### src/verilog/mips_cfg.svh
`ifndef MIPS_CFG_SVH
`define MIPS_CFG_SVH

// primary opcodes, instr[31:26]
`define SPECIAL 6'b000000
`define J       6'b000010
`define JAL     6'b000011
`define BEQ     6'b000100
`define BNE     6'b000101
`define ADDI    6'b001000
`define ADDIU   6'b001001
`define SLTIU   6'b001011
`define ORI     6'b001101
`define LW      6'b100011
`define SW      6'b101011

// funct field of SPECIAL, instr[5:0]
`define ADD     6'b100000
`define SUB     6'b100010
`define AND     6'b100100
`define OR      6'b100101
`define SLT     6'b101010
`define JR      6'b001000
`define SYSCALL 6'b001100

// alu operation select
`define ALU_AND 3'b000
`define ALU_OR  3'b001
`define ALU_ADD 3'b010
`define ALU_SUB 3'b110
`define ALU_SLT 3'b111

`define DMEM_WORDS 256
`define RESET_PC   32'h0000_0000

`endif

### src/verilog/alu.sv
`include "mips_cfg.svh"

module alu (
   input  logic [31:0] a,
   input  logic [31:0] b,
   input  logic [2:0]  op,
   input  logic        unsignedCmp,
   output logic [31:0] result,
   output logic        zero
);
   logic lessThan;

   // sltiu needs the unsigned view, slt the signed one
   assign lessThan = unsignedCmp ? (a < b) : ($signed(a) < $signed(b));

   always_comb begin
      case (op)
         `ALU_AND: result = a & b;
         `ALU_OR:  result = a | b;
         `ALU_ADD: result = a + b;
         `ALU_SUB: result = a - b;
         `ALU_SLT: result = {31'b0, lessThan};
         default:  result = '0;
      endcase
   end

   assign zero = (result == '0); // branch compare

endmodule

### config.mk
export PLATFORM = sky130hd
export DESIGN_NAME = alu
export DESIGN_NICKNAME = d
export VERILOG_FILES = /design/src/verilog/alu.sv
export VERILOG_INCLUDE_DIRS = /design/src /design/src/verilog
export SDC_FILE = /design/constraint.sdc
export NUM_CORES = 1
export LEC_CHECK = 0
export BUFFER_PORTS_ARGS = -buffer_cell sky130_fd_sc_hd__buf_2
export CORE_MARGIN = 2
export CORE_UTILIZATION = 25
export DETAILED_ROUTE_END_ITERATION = 10
export SLEW_MARGIN = 20
export SYNTH_ARGS = -nofsm -noshare
export SYNTH_HDL_FRONTEND = slang
export SYNTH_SLANG_ARGS = --single-unit
### constraint.sdc
create_clock -name vclk -period 4.3
set_input_delay 0.43 -clock vclk [all_inputs]
set_output_delay 0.43 -clock vclk [all_outputs]
set_load 0.01 [all_outputs]
== After elaboration in Yosys (flattened, before gate mapping) ==
Cells that the tools add are included.
Storage, ports and cells
  register bits: 0
  output and inout port bits: 33
Operators by class
  $add $sub $neg: 2
  $lt $le $gt $ge: 2
  eq/ne operators: 4
  mux-type cells: 2
  bitwise operators: 2
  reduce and logical (&&, ||, !) cells: 2
Operators with widths (number)
  $pmux W32 S5: 1
  $lt A32 B32 Y1: 2
  $add A32 B32 Y32: 1
  $and A32 B32 Y32: 1
  $logic_not A32 Y1: 1
  $or A32 B32 Y32: 1
  $sub A32 B32 Y32: 1
  $eq A3 B3 Y1 const B: 2
  $eq A3 B1 Y1 const B: 1
  $eq A3 B2 Y1 const B: 1
  $logic_not A3 Y1: 1
  $mux W1: 1

== Depth between registers and ports, before layout ==
  word-level depth: 4
  gate-level depth with buffers: 14
  mapped depth without buffers: 14

== Worst setup path before layout ==
OpenSTA, ideal clock, no wires.
  kind: input -> output
  start: input port a[0]
  end: output port zero
  arrival time: 3.814 ns
  slack: 0.056 ns
  cell stages on the path: 14
  path buffers: 0
  cells stage by stage: inv_1 -> ha_1 -> fa_1 -> o21ba_1 -> or4_4 -> nand2_2 -> a2111o_1 -> o211ai_1 -> or4_1 -> nor4_2 -> nand4b_1 -> or4b_4 -> nor4b_2 -> nor4b_4
On the way
  elaborated cells on any way between the ends: 9
  those cells by class: 2 x add/sub; 2 x order compare; 2 x mux; 2 x bitwise; 1 x reduce/logical
RTL lines
  from (decl): line alu.sv:4  | input logic [31:0] a,
  $sub A32 B32 Y32 or $add A32 B32 Y32 (tied branches): line alu.sv:21, alu.sv:20
  $pmux W32 S5 (*): line alu.sv:17  | case (op)
  via result[6]: line alu.sv:8  | output logic [31:0] result,
  $logic_not A32 Y1 (*): line alu.sv:27  | assign zero = (result == '0);
  to (decl): line alu.sv:9  | output logic zero
Mark *: on every way through the listed nets, which the timed path passes. The rest lies on a longest branch.

== Worst setup path in the final report ==
  start: input port a[2]
  end: output port zero
On the way
  longest elaborated chain between the ends: 4
  elaborated cells on any way between the ends: 9
  those cells by class: 2 x add/sub; 2 x order compare; 2 x mux; 2 x bitwise; 1 x reduce/logical
Ends and longest elaborated chain
  $lt A32 B32 Y1: line alu.sv:14  | assign lessThan = unsignedCmp ? (a < b) : ($signed(a) < $signed(b));
  $mux W1: line alu.sv:14
  $pmux W32 S5 (*): line alu.sv:17
  $logic_not A32 Y1 (*): line alu.sv:27
Mark *: on every way between the ends. The rest lies on a longest branch, timed or not.

==> run_results.csv <==
group,metric,value,unit
drt,drtIter0Drc,584,
pwr,p_per_area,136.0,nW/µm²
finish,nFillCells,2326,
die,die_y,152.0,µm
sta,setup-violations-final,1,
clocking,cts-hold-fix-buffers,0,
die,start_util,0.2526,
sta,fmax,0.2151,GHz
finish,final_common_cell,"buf_4",
finish,num_antenna_cells,0,
critical_path,worstSetupPathType,"in2out",
critical_path,cpPeakStageDelay,0.56,ns
run_status,status,"finished with violations",
global_route,grt_max_degree,25,
global_route,grt_usage,0.1879,
die,coreArea,21690,µm²
synth,synthCells,816,
run,maxCapViolations,0,
critical_path,start_kind,"input pin",
sta,period_share,1.081,
synth,seq_area_frac_synth,0,
placed_design,portBuffers,101,
synth,yosysWarnings,0,
critical_path,slowest_stage,"or4_4",
critical_path,cp.arrival,4.22,ns
sta,drv_slew,0,
die,dieArea,23110,µm²
sta,slew_headroom,0.4140,
finish,seq_cells,0,
pwr,p_leak,4.160,nW
critical_path,cp_max_fo,5,
die,io_pins,101,
finish,seq_area,0,µm²
drt,first_pass_iters,5,
finish,nClkBuffers,0,
finish,fin_area,8220,µm²
synth,netlist_area,5478,µm²
global_route,overflow,0,
drt,ant_nets,0,
critical_path,required,3.87,ns
global_route,grt_pass1_vias,6872,
global_route,antenna_found_initial,0,
placed_design,place_area,8029,µm²
drt,routed_via_density,5.128,
die,rows,54,
hold_path,hold_class,"in2out",
drt,vias,7220,
sta,hold_violations,0,
run_status,violations,"negative setup slack",
sta,setup_slack,-0.3494,ns
drt,drc,0,
die,die_w,152.0,µm
global_route,grt_pass1_wl,36270,µm
synth,synth.avg_cell_area,6.713,µm²
pwr,max-vdd-ir-drop,48.09,µV
finish,post_route_cells_drive_above_1_share,0.3741,
finish,fin_nets,1299,
sta,tightest_slew,0.8772,ns
drt,post_drt_wl_per_cell,16.37,µm
finish,area_delta_synth_final,50.07,%
sta,grt_setup_unrepaired,"true",
synth,syn_nets,985,
drt,wl,23050,µm
finish,final_core_utilization,0.3790,
synth,synth_cell_types,87,
sta,finalCriticalPeriod,4.649,ns
placed_design,dp_hpwl,19660,µm
placed_design,gp_congestion,0.9697,
critical_path,worst_setup_path_end_kind,"output port",
critical_path,cp_cell_sequence,"buf_2 -> inv_1 -> ha_1 -> buf_4 -> or4_4 -> nand3_1 -> a21oi_1 -> o31a_1 -> or4_4 -> nor4_4 -> nand4b_1 -> or4b_4 -> nor4b_4 -> nor4b_4 -> buf_2",
finish,final_cell_mix,"buf_4 (259), buf_2 (101), inv_1 (99)",
pwr,p_total,1.118,mW
critical path, delay by kind of cell:
kind / cells / cell delay (ns)
simple gates: 8 / 2.61
fa+ha+maj: 1 / 0.34
buf+inv: 4 / 0.47
compound gates: 2 / 0.36
metal layers:
| metal | global-route usage | share of wire | wire (µm) | vias up |
|---|---|---|---|---|
| met5 | 0 | 0 | 0 | - |
| met4 | 0.03427 | 0.017 | 402 | 0 |
| met3 | 0.01341 | 0.053 | 1222 | 29 |
| met2 | 0.3275 | 0.48 | 11060 | 273 |
| met1 | 0.2564 | 0.45 | 10370 | 3336 |
| li1 | - | - | - | 3582 |
worst paths after layout:
| kind | end | from | cells past startpoint | slack [ns] |
|---|---|---|---|---|
| setup / recovery | zero | a[2] | 15 | -0.35 |
| hold / removal | result[29] | a[29] | 7 | 1.56 |
cell type report:
| cell class | count | area [µm²] | area share |
|---|---|---|---|
| multi-input cells | 662 | 5022 | 0.6110 |
| repair buffers | 360 | 2450 | 0.2980 |
| inverters | 106 | 397.9 | 0.04840 |
| well taps | 280 | 350.3 | 0.04262 |
stage by stage:
stage	hold slack [ns]	TNS, ns	setup WS, ns	instances
2_1_floorplan	1.085	0	0.05636	816
3_3_place_gp	1.569	-0.4939	-0.4939	1405
3_5_place_dp	1.558	-0.6109	-0.5786	1405
4_1_cts	1.563	-0.2771	-0.2771	1406
5_1_grt	1.598	-0.4715	-0.4715	1408
6_report	1.563	-0.3494	-0.3494	1408
cell usage after synthesis (4+ instances only):
library cell	number	area, µm²
a2111oi_0	7	61.31
a211oi_1	9	67.56
a21o_1	11	82.58
a21oi_1	57	285.3
a221o_1	4	40.04
a221oi_1	5	43.79
a31oi_1	5	31.28
and2_1	7	43.79
and3_1	4	25.02
buf_2	13	65.06
clkbuf_1	29	108.9
ha_1	99	1239
inv_1	99	371.6
inv_2	6	22.52
mux2i_1	22	220.2
nand2_1	52	195.2
nand2b_1	9	56.30
nand3_1	25	125.1
nand4_1	14	87.58
nor2_1	59	221.5
nor2b_1	11	68.82
nor3_1	20	100.1
nor4_1	12	75.07
o211ai_1	16	120.1
o21a_1	6	45.04
o21ai_0	53	265.3
o21ai_1	9	45.04
o21bai_1	5	37.54
o221ai_1	6	52.55
o22ai_1	13	81.33
o31a_1	4	35.03
o31ai_1	13	97.59
or2_2	5	31.28
xnor2_1	14	122.6
xor2_1	5	43.79
where the power goes:
part           internal, mW  total, mW  switching (mW)
Combinational         0.525       1.12           0.593
Sequential                0          0               0
Clock                     0          0               0
Total                 0.525       1.12           0.593
logic make-up (layout without fill, tap and decap cells):
family                     after synthesis  after routing  synth area share
and+or+nand+nor                        250            250            0.2442
xor gates and xnor gates                19             19           0.03038
adders and majority gates              101            101            0.2334
buffers and inverters                  154            466            0.1140
AOI/OAI and AO/OA                      269            269            0.3351
muxes                                   23             23           0.04294
what timing repair did:
action                     CTS  global route
pin swaps                   10             5
gates resized for setup     23            10
setup buffers                1             2
setup endpoints to repair    2             5
Note: power is estimated with default switching activity, not from simulation.
