### src/verilog/mips_cfg.svh
`ifndef MIPS_CFG_SVH
`define MIPS_CFG_SVH

// primary opcodes, instr[31:26]
`define SPECIAL 6'b000000
`define J       6'b000010
`define JAL     6'b000011
`define BEQ     6'b000100
`define BNE     6'b000101
`define ADDI    6'b001000
`define ADDIU   6'b001001
`define SLTIU   6'b001011
`define ORI     6'b001101
`define LW      6'b100011
`define SW      6'b101011

// funct field of SPECIAL, instr[5:0]
`define ADD     6'b100000
`define SUB     6'b100010
`define AND     6'b100100
`define OR      6'b100101
`define SLT     6'b101010
`define JR      6'b001000
`define SYSCALL 6'b001100

// alu operation select
`define ALU_AND 3'b000
`define ALU_OR  3'b001
`define ALU_ADD 3'b010
`define ALU_SUB 3'b110
`define ALU_SLT 3'b111

`define DMEM_WORDS 256
`define RESET_PC   32'h0000_0000

`endif

### src/verilog/mipsPkg.sv
package mipsPkg;

   typedef struct packed {
      logic [5:0] opcode;
      logic [4:0] rs;
      logic [4:0] rt;
      logic [4:0] rd;
      logic [4:0] shamt;
      logic [5:0] funct;
   } rType_t;

   typedef struct packed {
      logic [5:0]  opcode;
      logic [4:0]  rs;
      logic [4:0]  rt;
      logic [15:0] imm16;
   } iType_t;

   typedef struct packed {
      logic [5:0]  opcode;
      logic [25:0] target26;
   } jType_t;

   // one instruction word, three field layouts
   typedef union packed {
      rType_t rType;
      iType_t iType;
      jType_t jType;
   } instrWord_t;

   typedef struct packed {
      logic       regDst;
      logic       jump;
      logic       jumpReg;
      logic       link;
      logic       branch;
      logic       branchNe;
      logic       memRead;
      logic       memToReg;
      logic [2:0] aluOp;
      logic       regWrite;
      logic       aluSrc;
      logic       zeroExt;
      logic       unsignedCmp;
      logic       memWrite;
   } ctrl_t;

   typedef struct packed {
      logic        en;
      logic [4:0]  addr;
      logic [31:0] data;
   } regWrite_t;

   typedef struct packed {
      logic        en;
      logic [29:0] addr; // word address
      logic [31:0] data;
   } memWrite_t;

endpackage

### src/verilog/control.sv
`include "mips_cfg.svh"

module control import mipsPkg::*; (
   input  instrWord_t instr,
   output ctrl_t      ctrl
);
   logic [5:0] opcode;
   logic [5:0] funct;

   assign opcode = instr.rType.opcode;
   assign funct  = instr.rType.funct;

   always_comb begin
      ctrl = '0; // anything not decoded below retires as a no-op
      case (opcode)
         `SPECIAL: begin
            case (funct)
               `ADD: begin
                  ctrl.regDst   = 1'b1;
                  ctrl.aluOp    = `ALU_ADD;
                  ctrl.regWrite = 1'b1;
               end
               `SUB: begin
                  ctrl.regDst   = 1'b1;
                  ctrl.aluOp    = `ALU_SUB;
                  ctrl.regWrite = 1'b1;
               end
               `AND: begin
                  ctrl.regDst   = 1'b1;
                  ctrl.aluOp    = `ALU_AND;
                  ctrl.regWrite = 1'b1;
               end
               `OR: begin
                  ctrl.regDst   = 1'b1;
                  ctrl.aluOp    = `ALU_OR;
                  ctrl.regWrite = 1'b1;
               end
               `SLT: begin
                  ctrl.regDst   = 1'b1;
                  ctrl.aluOp    = `ALU_SLT;
                  ctrl.regWrite = 1'b1;
               end
               `JR:      ctrl.jumpReg = 1'b1;
               `SYSCALL: ; // no side effects in this core
               default:  ;
            endcase
         end
         `ADDI, `ADDIU: begin // no overflow trap, so both behave alike
            ctrl.aluOp    = `ALU_ADD;
            ctrl.regWrite = 1'b1;
            ctrl.aluSrc   = 1'b1;
         end
         `ORI: begin
            ctrl.aluOp    = `ALU_OR;
            ctrl.regWrite = 1'b1;
            ctrl.aluSrc   = 1'b1;
            ctrl.zeroExt  = 1'b1;
         end
         `SLTIU: begin
            ctrl.aluOp       = `ALU_SLT;
            ctrl.regWrite    = 1'b1;
            ctrl.aluSrc      = 1'b1;
            ctrl.unsignedCmp = 1'b1; // immediate still sign-extended
         end
         `LW: begin
            ctrl.memRead  = 1'b1;
            ctrl.memToReg = 1'b1;
            ctrl.aluOp    = `ALU_ADD;
            ctrl.regWrite = 1'b1;
            ctrl.aluSrc   = 1'b1;
         end
         `SW: begin
            ctrl.aluOp    = `ALU_ADD;
            ctrl.aluSrc   = 1'b1;
            ctrl.memWrite = 1'b1;
         end
         `BEQ, `BNE: begin
            ctrl.branch   = 1'b1;
            ctrl.branchNe = (opcode == `BNE);
            ctrl.aluOp    = `ALU_SUB; // compare via zero flag
         end
         `J: ctrl.jump = 1'b1;
         `JAL: begin
            ctrl.jump     = 1'b1;
            ctrl.link     = 1'b1;
            ctrl.regWrite = 1'b1;
         end
         default: ;
      endcase
   end

endmodule

### config.mk
export PLATFORM = sky130hd
export DESIGN_NAME = control
export DESIGN_NICKNAME = d
export VERILOG_FILES = /design/src/verilog/mipsPkg.sv /design/src/verilog/control.sv
export VERILOG_INCLUDE_DIRS = /design/src /design/src/verilog
export SDC_FILE = /design/constraint.sdc
export NUM_CORES = 1
export LEC_CHECK = 0
export ABC_AREA = 1
export BUFFER_PORTS_ARGS = -buffer_cell sky130_fd_sc_hd__buf_2
export CORE_AREA = 2 2 39 41
export DETAILED_ROUTE_END_ITERATION = 7
export DIE_AREA = 0 0 41 43
export GPL_TIMING_DRIVEN = 0
export PLACE_DENSITY = 0.68
export SYNTH_ARGS = -nofsm -noshare
export SYNTH_HDL_FRONTEND = slang
export SYNTH_SLANG_ARGS = --single-unit
### constraint.sdc
create_clock -name vclk -period 2.1
set_input_delay 0.315 -clock vclk [all_inputs]
set_output_delay 0.315 -clock vclk [all_outputs]
set_load 0.02 [all_outputs]
Yosys cells after proc, flatten, opt, wreduce, memory -nomap -nowiden
Index checks and enable logic that the tools add are counted.
{ "word_totals": {"ff_bits": 0, "input_bits": 32, "out_inout_bits": 16, "word_cells": 38} }
{ "classes": {"n_eq_ne": 16, "muxes": 15, "n_reduce_logical": 7} }
{ "op_table": {"columns": ["operator", "n"], "rows": [
  ["6-bit == test (second input constant)", 7],
  ["6-bit by 4-bit == test with 1-bit output (second input constant)", 5],
  ["4-bit one-hot mux with 5 select lines", 1],
  ["3-bit one-hot mux with 5 select lines", 1],
  ["6-bit by 2-bit == test with 1-bit output (second input constant)", 2],
  ["6-bit by 3-bit == test with 1-bit output (second input constant)", 2],
  ["6-bit OR reduction", 2],
  ["1-bit 2-to-1 mux", 10],
  ["6-bit zero test", 1],
  ["5-bit OR reduction", 1],
  ["2-bit 2-to-1 mux", 2],
  ["2-bit OR reduction", 2],
  ["4-bit OR reduction", 1],
  ["1-bit one-hot mux with 2 select lines", 1]
]} }

Logic depth before layout (Yosys ltp)
{ "logic_depth": {"ltp_word": 4, "ltp_mapped": 7, "ltp_nobuf": 7} }

Least setup slack after synthesis
No wires, ideal clock.
{ "synth_timing": {"path_type": "input to output", "startpoint": "in instr[30] (netlist name)", "endpoint": "out ctrl[10] (netlist name)", "arrival_time_ns": 1.156, "required_ns": 1.785, "path_slack_ns": 0.629, "cell_stages": 3, "path_buffers": 0, "cell_sequence": "nor2_4 inv_2 nor4_1"} }
{ "synth_lines": {"columns": ["item", "line", "rtl"], "rows": [
  ["from (decl)", "control.sv:4", "input instrWord_t instr,"],
  ["to (decl)", "control.sv:5", "output ctrl_t ctrl"]
]} }

==> results.cfg <==
[pwr]
p_seq_frac = 0
p_switching_w = 0.0000450
cellLeakagePower_nw = 0.375
peakVddDrop_uv = 49.4
sw_frac_of_total = 0.654
pwr_density_cell_nw_per_um2 = 133
pwr-share-comb = 1.000
p_clk_frac = 0
p_int_w = 0.0000238

[drt]
wire_per_inst_um = 7.75
dr.pass1.iters = 4
drt_wl_total_um = 922
vias_per_cell = 4.54
route.detailed.drc = 0
drtIter0Drc = 3
ant_nets = 0
dr_total_vias = 540

[yosys]
yosysWarnings = 0
yosys.area_share.simple = 0.723
synth_top_family_by_area = simple AND/OR/NAND/NOR gates
ys_seq_area_frac = 0
synth_mux_area_frac = 0
synth-xor-area-share = 0
synthCells = 75
synth.net_count = 107
synth.distinct_cells = 15
syn_area_um2 = 357
syn_area_per_cell_um2 = 4.75
yosys.area_share.adder = 0
synth_compound_area_frac = 0.0561

[sta]
tns_ns = 0
relSlewSlack = 0.860
hold_viol_final = 0
layout_setup_ws_ns = 0.579
finalCriticalPeriod_ns = 1.52
setup_viol = 0
tightest_slew_ns = 0.209
finalMaxSlewViolations = 0
layout_worst_path_cycle_share = 0.725
grt_setup_unrepaired = no
hold_ws_ns = 0.983
max_freq_ghz = 0.657

[clock_tree]
postCtsHoldBufs = 0
cts_resized = 0
postCtsSetupBuffers = 0

[placed_design]
io_buffers = 28
gp_congestion = 0.810
pre_cts_slack_ns = 0.581
dp_hpwl_um = 856
dpl_cell_area_um2 = 517

[grt]
antenna_found_initial = 0
grt_max_degree = 8
grt_pass1_vias = 420
grt_first_pass_wirelength_um = 1500
grt-ovfl-total = 0
grt.total_usage = 0.111

[min_path]
worstHoldEndpoint = ctrl[14]
hold_depth = 3
hp-start = instr[29]
hp-class = in2out

[die]
die_h_um = 43
rows = 14
die_x_um = 41
ios = 48
start_util = 0.258
core_area_um2 = 1380
die_area_um2 = 1760

[critical_path]
cp_max_fo = 7
criticalPathCategory = in2out
end_kind = output port
worstPathRequired_ns = 1.78
cp-startpoint = instr[30]
cp-start-kind = input pin
crit_arrival_ns = 1.21

[layout]
nets = 137
fin_area_um2 = 517
n_clock_buffer = 0
areaGrowthSynthToFinish_pct = 44.9
utilization = 0.373
drive_above_1_share = 0.417
regArea_um2 = 0
seq_cell_count = 0
n_antenna_cell = 0

[run]
cap_violations = 0

[run_status]
status = finished, final reports clean
## metrics by stage
step	instances	power, W
4_1_cts	119	0.0000690
5_1_grt	119	0.0000767
3_5_place_dp	119	0.0000689
6_report	119	0.0000687
3_3_place_gp	119	0.0000675
2_1_floorplan	75	0.0000396
## kinds of logic (layout without fill, tap and decap cells)
group	count (synthesis)	in the layout
simple gates	51	51
buf+inv	20	48
compound gates	4	4
## power groups by stage
stage                     logic [W]  registers [W]  clock network, W
after global routing      0.0000767              0                 0
after global placement    0.0000675              0                 0
after floorplan           0.0000396              0                 0
after CTS                 0.0000690              0                 0
final                     0.0000687              0                 0
after detailed placement  0.0000689              0                 0
## metal layers
layer	up-vias	track usage	wire length, um
met1	238	0.161	429
met2	13	0.188	428
met5	-	0	0
li1	289	-	-
met3	0	0	64
met4	0	0	0
## worst max-delay path by stage
stage / to / slack, ns
after CTS: ctrl[15] / 0.58
after detailed placement: ctrl[15] / 0.58
after global routing: ctrl[15] / 0.49
after global placement: ctrl[15] / 0.59
final: ctrl[15] / 0.58
after floorplan: ctrl[10] / 0.63
## layout make-up
type	instances	area [um^2]
timing repair buffer	28	140
fill	166	867
tap	16	20.0
multi-input combinational	55	278
buffer	1	7.51
inverter	19	71.3
## worst max-delay path: stages
cell and delay (ns):
buf_2 0.12, nor2_4 0.20, nand3_2 0.14, inv_2 0.10, nand3_2 0.06, o21ai_1 0.09, buf_2 0.18
## cells in the final DEF (no fill, tap or decap)
cell type and n:
nor2_1 10, nor4_1 2, inv_1 14, inv_2 5
o21ai_0 1, nand2_1 17, a21oi_1 1, buf_2 28
nand3_1 11, nor3_1 1, buf_4 1, nand3_2 3
nor2_4 2, nand4_1 1, nor2_2 4, o21ai_1 2
## synth_stat cells (2+ instances only)
cell,count,area [um^2]
nand2_1,17,63.8
inv_1,14,52.6
nand3_1,11,55.1
nor2_1,10,37.5
inv_2,5,18.8
nor2_2,4,25.0
nand3_2,3,30.0
nor2_4,2,22.5
nor4_1,2,12.5
o21ai_1,2,10.0
Note: power is estimated with default switching activity, not from simulation.
