<file path="config.mk">
export PLATFORM = sky130hd
export DESIGN_NAME = nextPc
export DESIGN_NICKNAME = d
export VERILOG_FILES = /design/src/verilog/mipsPkg.sv /design/src/verilog/nextPc.sv
export VERILOG_INCLUDE_DIRS = /design/src /design/src/verilog
export SDC_FILE = /design/constraint.sdc
export NUM_CORES = 1
export LEC_CHECK = 0
export ABC_CLOCK_PERIOD_IN_PS = 3500
export BUFFER_PORTS_ARGS = -buffer_cell sky130_fd_sc_hd__buf_2
export CAP_MARGIN = 10
export CORE_MARGIN = 2
export CORE_UTILIZATION = 46
export CTS_BUF_LIST = sky130_fd_sc_hd__clkbuf_8
export CTS_CLUSTER_DIAMETER = 100
export DETAILED_ROUTE_END_ITERATION = 12
export GPL_ROUTABILITY_DRIVEN = 0
export PLACE_DENSITY = 0.79
export SLEW_MARGIN = 20
export SYNTH_ARGS = -nofsm -noshare
export SYNTH_HDL_FRONTEND = slang
export SYNTH_SLANG_ARGS = --single-unit
</file>
<file path="constraint.sdc">
create_clock -name clk -period 3.5 [get_ports clk]
set_input_delay 0.35 -clock clk [delete_from_list [all_inputs] [get_ports clk]]
set_output_delay 0.35 -clock clk [all_outputs]
set_load 0.005 [all_outputs]
</file>
<file path="src/verilog/mips_cfg.svh">
`ifndef MIPS_CFG_SVH
`define MIPS_CFG_SVH

// primary opcodes, instr[31:26]
`define SPECIAL 6'b000000
`define J       6'b000010
`define JAL     6'b000011
`define BEQ     6'b000100
`define BNE     6'b000101
`define ADDI    6'b001000
`define ADDIU   6'b001001
`define SLTIU   6'b001011
`define ORI     6'b001101
`define LW      6'b100011
`define SW      6'b101011

// funct field of SPECIAL, instr[5:0]
`define ADD     6'b100000
`define SUB     6'b100010
`define AND     6'b100100
`define OR      6'b100101
`define SLT     6'b101010
`define JR      6'b001000
`define SYSCALL 6'b001100

// alu operation select
`define ALU_AND 3'b000
`define ALU_OR  3'b001
`define ALU_ADD 3'b010
`define ALU_SUB 3'b110
`define ALU_SLT 3'b111

`define DMEM_WORDS 256
`define RESET_PC   32'h0000_0000

`endif

</file>
<file path="src/verilog/mipsPkg.sv">
package mipsPkg;

   typedef struct packed {
      logic [5:0] opcode;
      logic [4:0] rs;
      logic [4:0] rt;
      logic [4:0] rd;
      logic [4:0] shamt;
      logic [5:0] funct;
   } rType_t;

   typedef struct packed {
      logic [5:0]  opcode;
      logic [4:0]  rs;
      logic [4:0]  rt;
      logic [15:0] imm16;
   } iType_t;

   typedef struct packed {
      logic [5:0]  opcode;
      logic [25:0] target26;
   } jType_t;

   // one instruction word, three field layouts
   typedef union packed {
      rType_t rType;
      iType_t iType;
      jType_t jType;
   } instrWord_t;

   typedef struct packed {
      logic       regDst;
      logic       jump;
      logic       jumpReg;
      logic       link;
      logic       branch;
      logic       branchNe;
      logic       memRead;
      logic       memToReg;
      logic [2:0] aluOp;
      logic       regWrite;
      logic       aluSrc;
      logic       zeroExt;
      logic       unsignedCmp;
      logic       memWrite;
   } ctrl_t;

   typedef struct packed {
      logic        en;
      logic [4:0]  addr;
      logic [31:0] data;
   } regWrite_t;

   typedef struct packed {
      logic        en;
      logic [29:0] addr; // word address
      logic [31:0] data;
   } memWrite_t;

endpackage

</file>
<file path="src/verilog/nextPc.sv">
`include "mips_cfg.svh"

module nextPc import mipsPkg::*; (
   input  logic        clk,
   input  logic        reset,
   input  ctrl_t       ctrl,
   input  logic        zero,
   input  logic [31:0] rsData,
   input  logic [15:0] imm16,
   input  logic [25:0] target26,
   output logic [31:0] pc,
   output logic [31:0] pcPlus4
);
   logic [31:0] branchTarget;
   logic [31:0] jumpTarget;
   logic [31:0] pcNext;
   logic        taken;

   assign pcPlus4 = pc + 32'd4;

   // beq wants zero, bne wants not zero
   assign taken = ctrl.branch && (zero ^ ctrl.branchNe);

   assign branchTarget = pcPlus4 + {{14{imm16[15]}}, imm16, 2'b00};
   assign jumpTarget   = {pcPlus4[31:28], target26, 2'b00}; // stays in the 256MB region

   always_comb begin
      if (ctrl.jumpReg) begin
         pcNext = rsData;
      end else if (ctrl.jump) begin
         pcNext = jumpTarget;
      end else if (taken) begin
         pcNext = branchTarget;
      end else begin
         pcNext = pcPlus4;
      end
   end

   always_ff @(posedge clk) begin
      if (reset) begin
         pc <= `RESET_PC;
      end else begin
         pc <= pcNext;
      end
   end

endmodule

</file>
Word level (Yosys, flattened, before mapping)
Index checks and enable logic that the tools add are counted.
- add/sub/neg operators: 2
- multiplexer cells: 3
- bitwise gates (word level): 1
- reductions and logical operators: 1
- operators with widths (cell ; number):
    two-way mux 32 bit ; 3
    adder 32 x 3 -> 32 bit, second input constant ; 1
    adder 32 bit ; 1
    logical AND 1 bit ; 1
    bitwise XOR 1 bit ; 1
- register bits: 32
- bits of input ports: 93
- output and inout port bits: 64

Longest topological paths before layout
Gate-level depths: netlist of the first run.
- depth in word-level cells: 5
- mapped depth: 15
- gate-level depth less buffers: 15

Worst setup path after synthesis of the first run
Ideal clock, no wire load.
- path kind: register -> register
- start: register pc[2]
- end: register pc[29]
- arrival time: 3359 ps
- path slack: -3 ps
- cell stages (with the launch flop): 16
- clock period less this slack: 3503 ps
- cell sequence: dfxtp_1 -> ha_1 -> nand4_1 -> nor4_4 -> nand3_1 -> xnor2_1 -> ha_1 -> buf_2 -> and3_1 -> a31oi_1 -> a21o_1 -> and3_2 -> o21ai_1 -> a41oi_1 -> mux2i_1 -> a221oi_1
- longest elaborated chain between the ends: 5
- RTL lines (item ; line ; source):
    start: declaration ; nextPc.sv:11 ; output logic [31:0] pc,
    start signal: assignment ; nextPc.sv:41 ; pc <= `RESET_PC;
    start signal: assignment ; nextPc.sv:43 ; pc <= pcNext;
    adder 32 x 3 -> 32 bit ; nextPc.sv:19 ; assign pcPlus4 = pc + 32'd4;
    via pcPlus4[18] ; nextPc.sv:12 ; output logic [31:0] pcPlus4
    adder 32 bit ; nextPc.sv:24 ; assign branchTarget = pcPlus4 + {{14{imm16[15]}}, imm16, 2'b00};
    two-way mux 32 bit ; nextPc.sv:32 ; end else if (taken) begin
    two-way mux 32 bit ; nextPc.sv:30 ; end else if (ctrl.jump) begin
    two-way mux 32 bit ; nextPc.sv:28 ; if (ctrl.jumpReg) begin
The timed path passes the listed nets, and every way through them passes these cells.
A chain may end at the register's enable or synchronous reset.

Worst setup path in the final report of the first run
- start: register pc[2]
- end: register pc[27]
- longest elaborated chain between the ends: 5
- RTL lines (item ; line):
    adder 32 x 3 -> 32 bit (*) ; nextPc.sv:19
    adder 32 bit ; nextPc.sv:24
    two-way mux 32 bit (*) ; nextPc.sv:32
    two-way mux 32 bit (*) ; nextPc.sv:30
    two-way mux 32 bit (*) ; nextPc.sv:28
Every way passes the cells marked *; elsewhere a longest branch is shown, timed or not.

==> results of run 1 <==
-- per-stage QoR --
stage	setup WS (ps)	total power, W	cells	area (sq um)
after global routing	-130	0.00180	852	5840
after global placement	-41.1	0.00124	834	5320
after floorplan	40.0	0.000903	533	3970
after CTS	6.87	0.00160	842	5450
final	-2.84	0.00171	852	5840
after detailed placement	-103	0.00126	834	5320
-- power by group --
| part | internal, W | switching [W] |
|---|---|---|
| clock network | 0.000176 | 0.000159 |
| registers | 0.000397 | 0.0000326 |
| logic | 0.000442 | 0.000506 |
-- critical path, stage by stage (launching register included) --
cell and delay (ps):
dfxtp_2 360, ha_4 140, nand4_1 110, buf_4 180
nor4_4 310, buf_4 200, nand3_4 70, xnor2_2 150
ha_1 360, buf_4 150, o21a_1 130, a21oi_1 60
a21o_1 200, and3_4 210, o21ai_4 200, a41oi_2 170
buf_4 180, a21oi_4 140, o31ai_1 70
-- path summary, 6_finish.rpt --
check / endpoint / cells past startpoint / from / slack (ps)
hold / removal: pc[27]$_SDFF_PP0_ / 3 / rsData[27] / 240
setup / recovery: pc[27]$_SDFF_PP0_ / 18 / pc[2]$_SDFF_PP0_ / -3
hold reg to reg: pc[0]$_SDFFE_PP0P_ / 3 / pc[0]$_SDFFE_PP0P_ / 630
setup reg to reg: pc[27]$_SDFF_PP0_ / 18 / pc[2]$_SDFF_PP0_ / -3
-- layer usage --
layer	global-route usage	wire, um	up-vias
met3	0.0650	1590	68
met2	0.544	7820	362
met4	0.152	777	0
met1	0.375	6250	2411
met5	0	0	-
li1	-	-	2408
-- cell families after synthesis --
logic type                 share of synthesized area
xor gates and xnor gates                       0.106
and+or+nand+nor                                0.252
adders and majority gates                      0.119
buffers and inverters                         0.0482
AOI/OAI and AO/OA                              0.299
DFF                                            0.161
muxes                                         0.0154
-- cells in the mapped netlist (all sizes together) (2+ instances only) --
library cell	instances	share of area
o31ai	3	0.0057
nand2	51	0.050
buf	5	0.0076
ha	36	0.11
and3	16	0.027
o21bai	3	0.0057
o21ai	27	0.034
a21oi	43	0.054
dfxtp	32	0.16
a2111oi	3	0.0082
a311oi	3	0.0066
o211ai	9	0.017
nand3	17	0.023
o21a	6	0.011
o211a	2	0.0050
mux2i	5	0.013
xnor2	29	0.064
nand2b	5	0.0079
and2	4	0.0063
a41oi	2	0.0044
o22ai	5	0.0079
a21o	24	0.045
clkbuf	26	0.025
xor2	18	0.042
nor2	47	0.044
nor3	17	0.024
a211oi	9	0.017
a32o	2	0.0050
a211o	8	0.018
nand4	14	0.026
nor4	3	0.012
or2	2	0.0032
and4	7	0.016
inv	17	0.016
a21boi	4	0.0076
and3b	2	0.0044
a31oi	4	0.0063
a221oi	2	0.0044
a311o	4	0.010
-- placed cells by master (no fill, tap or decap), types with 9 or more instances in the layout --
master    instances
o211ai_1          9
buf_4            93
dfxtp_1          23
inv_1            17
nand4_1          13
ha_1             31
nand3_1          14
nand2_1          47
a21oi_1          40
xor2_1           14
buf_2           144
a21o_1           24
nor3_1           13
o21ai_0          21
dfxtp_2           9
nor2_1           46
xnor2_1          23
and3_1           13
-- cell type report --
type / count / area share
Timing Repair Buffer: 238 / 0.247
Inverter: 17 / 0.0109
Multi-Input combinational cell: 453 / 0.592
Sequential cell: 32 / 0.112
Tap cell: 105 / 0.0225
Clock buffer: 7 / 0.0165
-- what timing repair did --
item,CTS,global route
buffers inserted,1,10
endpoints found under the setup margin,7,15
pin swaps,2,25
resized for setup,8,58
==> PnR_summary.wiki, run 1 <==
{| class="wikitable"
! Metric !! Value
|-
| Run status || finished, violations left
|-
| Failing checks || negative setup slack
|-
| Relative max-transition margin || 0.504
|-
| Largest register by flop count || pc
|-
| Final setup violating endpoints || 1
|-
| Via count of the routed design || 5249
|-
| Area of combinational cells with multiple inputs || 0.00345 sq mm
|-
| Required time of the critical path || between 3000 and 4000 ps
|-
| Global-route usage over all layers || 0.317
|-
| Post-CTS clock slew at the launch and capture registers of the worst setup and hold paths || about 70 ps
|-
| Critical path type || flop to flop
|-
| Io pins || around 160
|-
| Number of register bits inferred by synthesis || 32
|-
| Warnings, synthesis || 0
|-
| Registers with the highest flip-flop counts || pc x32
|-
| Detailed router's first-iteration violation count || 363
|-
| Cell area after technology mapping || 0.00397 sq mm
|-
| Die span in y || 96.9 um
|-
| Post-CTS Hold Fix Bufs || 0
|-
| Clk root buf || clkbuf_8
|-
| Clk buf depth || 2
|-
| Critical path arrival || 3690 ps
|-
| Remaining antenna violation count || 0
|-
| Die area || 0.00939 sq mm
|-
| Number of flip-flops in the largest register || 32
|-
| Site Rows || 33
|-
| Number of distinct standard cells referenced by the synthesized netlist || 69
|-
| Post-layout worst setup margin || -2.84 ps
|-
| Pwr/cell area || 293 mW/mm^2
|-
| Antenna diode instance count || 0
|-
| Number of synthesized flops with an enable pin || 0
|-
| Via count of the first global-routing pass || 5128
|-
| Drc violations || 0
|-
| Sequential-to-total area share from yosys stat || 0.161
|-
| Number of hold violations in the final report || 0
|-
| Final net count || 877
|-
| Transition at the pin with the smallest max-transition slack || 742 ps
|-
| Type of the tightest min-delay check || input pin to flop
|-
| Detailed-placement wirelength estimate || 11700 um
|-
| Shortest clock period the worst path allows after layout || 3500 ps
|-
| Unrepaired setup endpoints after global routing || yes
|-
| Total core area || 0.00830 sq mm
|-
| Post-synthesis to final-layout area growth || 47.0%
|-
| Detail-routed via count per cell || 6.16
|-
| Average footprint of a synthesized cell || ~7.4 sq um
|-
| Share of post-route cells with drive strength above 1 || 0.415
|-
| Proportion of register bits with asynchronous set or reset after synthesis || 0
|-
| Avg WL per Cell || 19.3 um
|-
| IO buf count || 144
|-
| Worst Setup Start Kind || flop
|-
| Number of buffers added by the clock tree synthesis step || 5
|-
| Aggregate global routing overflow || 0
|-
| Pre-antenna DRT Iters || 5
|-
| Nature of the critical path endpoint || flop
|-
| Highest net fanout along the worst path || 3
|-
| Pleak || 3.00 nW
|-
| Top FF cell, synth || dfxtp_1
|-
| Number of max-slew violations in the final report || 0
|-
| Setup Skew || approximately 6.5 ps
|-
| Summed negative setup slack over all endpoints || -2.84 ps
|-
| CTS tree || yes
|-
| Synthesized instance count || between 500 and 600
|-
| Largest net degree at the start of global routing || 36
|-
| Effective utilization at floorplan || 0.478
|-
| Total of max-cap violations || 0
|-
| Count of clock tree sinks || 32
|-
| Final-layout fill cell count || between 600 and 700
|-
| Number of antenna violations at the first check in global routing || 0
|-
| Final hold slack || 243 ps
|-
| Maximum level of the CTS H-tree || 2
|-
| Worst ir drop on vdd || approximately 160 uV
|-
| Maximum operating frequency || 285 MHz
|-
| Die Span X || between 90 and 100 um
|-
| Sequential standard cell area || ~650 sq um
|-
| Total wirelength of the detailed-routed design || 16400 um
|-
| Final Util || 0.703
|-
| Post-route clock period utilization || 1.00
|-
| First-pass GRT wire length || 24500 um
|-
| Latest clock arrival within the worst-skew pair || 300 ps
|-
| Syn nets || 663
|}
Note: power is estimated with default switching activity, not from simulation.
==> run 2: changes to the inputs <==
- RECOVER_POWER: default -> 50
==> run 2 against run 1 <==
Against the previous run:
- the flow still finishes with violations (negative setup slack)
- via count grew 0.38%
- wire length is essentially flat
- hold slack gained 0.72 ps
- sequential share of layout area is essentially flat
- critical path type unchanged
- critical path depth is the same
- final area is essentially flat
- clock-buffer cell count is the same
- sequential power is essentially flat
- fmax is essentially flat
==> PnR_summary.wiki, run 2 (same netlist as run 1, synthesis figures left out) <==
{| class="wikitable"
! Metric !! Value
|-
| Run status || finished, violations left
|-
| Failing checks || negative setup slack
|-
| Kind of cell with the highest combined delay on the critical path || compound AO/OA/AOI/OAI gates
|-
| Placed standard-cell area || 0.00532 sq mm
|-
| Summed negative setup slack over all endpoints || -5.75 ps
|-
| Total core area || around 0.0083 sq mm
|-
| Met3 demand-to-capacity share in global routing || 0.0650
|-
| Type of the tightest min-delay check || input pin to flop
|-
| Minimum setup slack among reg-to-reg paths || -6 ps
|-
| Worst ir drop on vdd || roughly 160 uV
|-
| Post-CTS clock slew at the launch and capture registers of the worst setup and hold paths || 70 ps
|-
| Die Span X || around 97 um
|-
| CTS tree || yes
|-
| Largest net degree at the start of global routing || 36
|-
| IO buf count || 144
|-
| Worst-case reg-to-reg path depth || 18
|-
| Number of buffers added by the clock tree synthesis step || 5
|-
| Pre-CTS setup slack || -103 ps
|-
| R2r startpoint || pc[2]$_SDFF_PP0_
|-
| Detailed router's first-iteration violation count || ~360
|-
| Pwr/cell area || 293 mW/mm^2
|-
| Met1 usage in global routing || 0.375
|-
| Number of max-slew violations in the final report || 0
|-
| Detailed-placement wirelength estimate || approximately 12000 um
|-
| Site Rows || 33
|-
| Post-route clock period utilization || 1.00
|-
| Io pins || 157
|-
| Detail-routed via count per cell || 6.18
|-
| Relative max-transition margin || 0.506
|-
| Global-route usage over all layers || 0.317
|-
| Clk buf depth || 2
|-
| Total wirelength of the detailed-routed design || roughly 16000 um
|-
| Overall power consumption || 0.00171 W
|-
| Remaining antenna violation count || 0
|-
| Via count of the first global-routing pass || 5128
|-
| Most frequent CP cell || buf_4
|-
| Number of hold violations in the final report || 0
|-
| Number of antenna violations at the first check in global routing || 0
|-
| Count of clock tree sinks || 32
|-
| Pre-antenna DRT Iters || 5
|-
| Die span in y || about 97 um
|-
| Global-route met2 utilization || 0.544
|-
| Largest register by flop count || pc
|-
| Drc violations || 0
|-
| Most frequent cells in the layout || buf_2 (143), buf_4 (93), nand2_1 (47), nor2_1 (46), a21oi_1 (40)
|-
| Via count of the routed design || 5269
|-
| Total buffers and inverters traversed by the critical path || 4
|-
| Post-layout worst setup margin || -5.75 ps
|-
| Avg WL per Cell || between 15 and 20 um
|-
| Clk root buf || clkbuf_8
|-
| Worst hold path depth || 3
|-
| First-pass GRT wire length || 24500 um
|-
| Unrepaired setup endpoints after global routing || yes
|-
| Share of post-route cells with drive strength above 1 || 0.414
|-
| R2r endpoint || pc[27]$_SDFF_PP0_
|-
| Maximum level of the CTS H-tree || 2
|-
| Final net count || 877
|-
| Critical path arrival || 3690 ps
|-
| Pleak || 2.99 nW
|-
| Antenna diode instance count || 0
|-
| Nature of the critical path endpoint || flop
|-
| Final setup violating endpoints || 1
|-
| Effective utilization at floorplan || 0.478
|-
| Shortest clock period the worst path allows after layout || ~3500 ps
|-
| Post-synthesis to final-layout area growth || 47.0%
|-
| Die area || 0.00939 sq mm
|-
| Slowest stage delay, CP || 360 ps
|-
| Post-CTS Hold Fix Bufs || 0
|-
| End of the worst hold path || pc[27]$_SDFF_PP0_
|-
| Transition at the pin with the smallest max-transition slack || approximately 740 ps
|-
| Registers with the highest flip-flop counts || pc x32
|-
| Highest net fanout along the worst path || 3
|-
| Worst hold path startpoint || rsData[27]
|-
| Worst Setup Start Kind || flop
|-
| Busiest grt layer || met2
|-
| Critical path type || flop to flop
|-
| Most frequent standard cell in the layout excluding fill and tap cells || buf_2
|-
| Aggregate global routing overflow || 0
|-
| Finished layout cell area || about 0.006 sq mm
|-
| Number of flip-flops in the largest register || 32
|-
| Total of max-cap violations || 0
|-
| Critical-path cell list || ha_4, nand4_1, buf_4, nor4_4, buf_4, nand3_4, xnor2_2, ha_1, buf_4, o21a_1, a21oi_1, a21o_1, and3_4, o21ai_4, a41oi_2, buf_4, a21oi_4, o31ai_1
|-
| Maximum operating frequency || 285 MHz
|-
| Cell with the largest stage delay on the worst path || dfxtp_2
|-
| Setup Skew || 6.84 ps
|-
| Required time of the critical path || 3690 ps
|-
| Latest clock arrival within the worst-skew pair || 300 ps
|}
-- run 2: cell types whose count changed in the layout (fill, tap and decap cells not counted), sizes merged --
cell | before | now
clkbuf | 7 | 8
buf | 238 | 237
-- run 2: cell type report --
class	instances	area, sq um
fillers	679	2460
clock buffers	7	96.3
repair buffers	238	1440
inverters	17	63.8
multi-input cells	453	3450
well taps	105	131
flip-flops and latches	32	652
-- run 2: metal layers --
layer,vias up,part of all wire,routed length (um)
met1,2423,0.38,6220
met3,70,0.098,1610
met2,367,0.48,7820
li1,2409,-,-
met4,0,0.048,795
met5,-,0,0
-- run 2: worst max path at each step --
stage                   endpoint        startpoint  cells after the start  slack, ps
6_report       pc[27]$_SDFF_PP0_  pc[2]$_SDFF_PP0_                     18         -6
2_1_floorplan  pc[29]$_SDFF_PP0_  pc[2]$_SDFF_PP0_                     15         40
4_1_cts        pc[24]$_SDFF_PP0_  pc[2]$_SDFF_PP0_                     13          7
3_5_place_dp   pc[31]$_SDFF_PP0_  pc[2]$_SDFF_PP0_                     15       -100
3_3_place_gp   pc[24]$_SDFF_PP0_  pc[8]$_SDFF_PP0_                     14        -40
5_1_grt        pc[27]$_SDFF_PP0_  pc[3]$_SDFF_PP0_                     18       -130
-- run 2: timing repair --
action,in CTS,in global routing
endpoints found under the setup margin,7,15
cloned,0,0
buffers inserted,1,10
resized for setup,8,58
pin swaps,2,25
-- run 2: per-stage QoR --
stage,std cells,utilization,hold WS [ps]
3_5_place_dp,834,0.641,548
6_report,852,0.703,244
2_1_floorplan,533,-,458
5_1_grt,852,0.703,265
3_3_place_gp,834,0.641,547
4_1_cts,842,0.657,248
-- run 2: worst min-delay path, stage by stage --
cell     delay [ps]
buf_2            70
nand2_1          40
o31ai_1          50
-- run 2: power breakdown --
part / internal (W) / leakage, nW / switching [W] / total [W]
sequential: 0.000397 / 0.269 / 0.0000326 / 0.000429
combinational: 0.000441 / 2.67 / 0.000507 / 0.000948
clock: 0.000176 / 0.0503 / 0.000159 / 0.000334
total: 0.00101 / 2.99 / 0.000698 / 0.00171
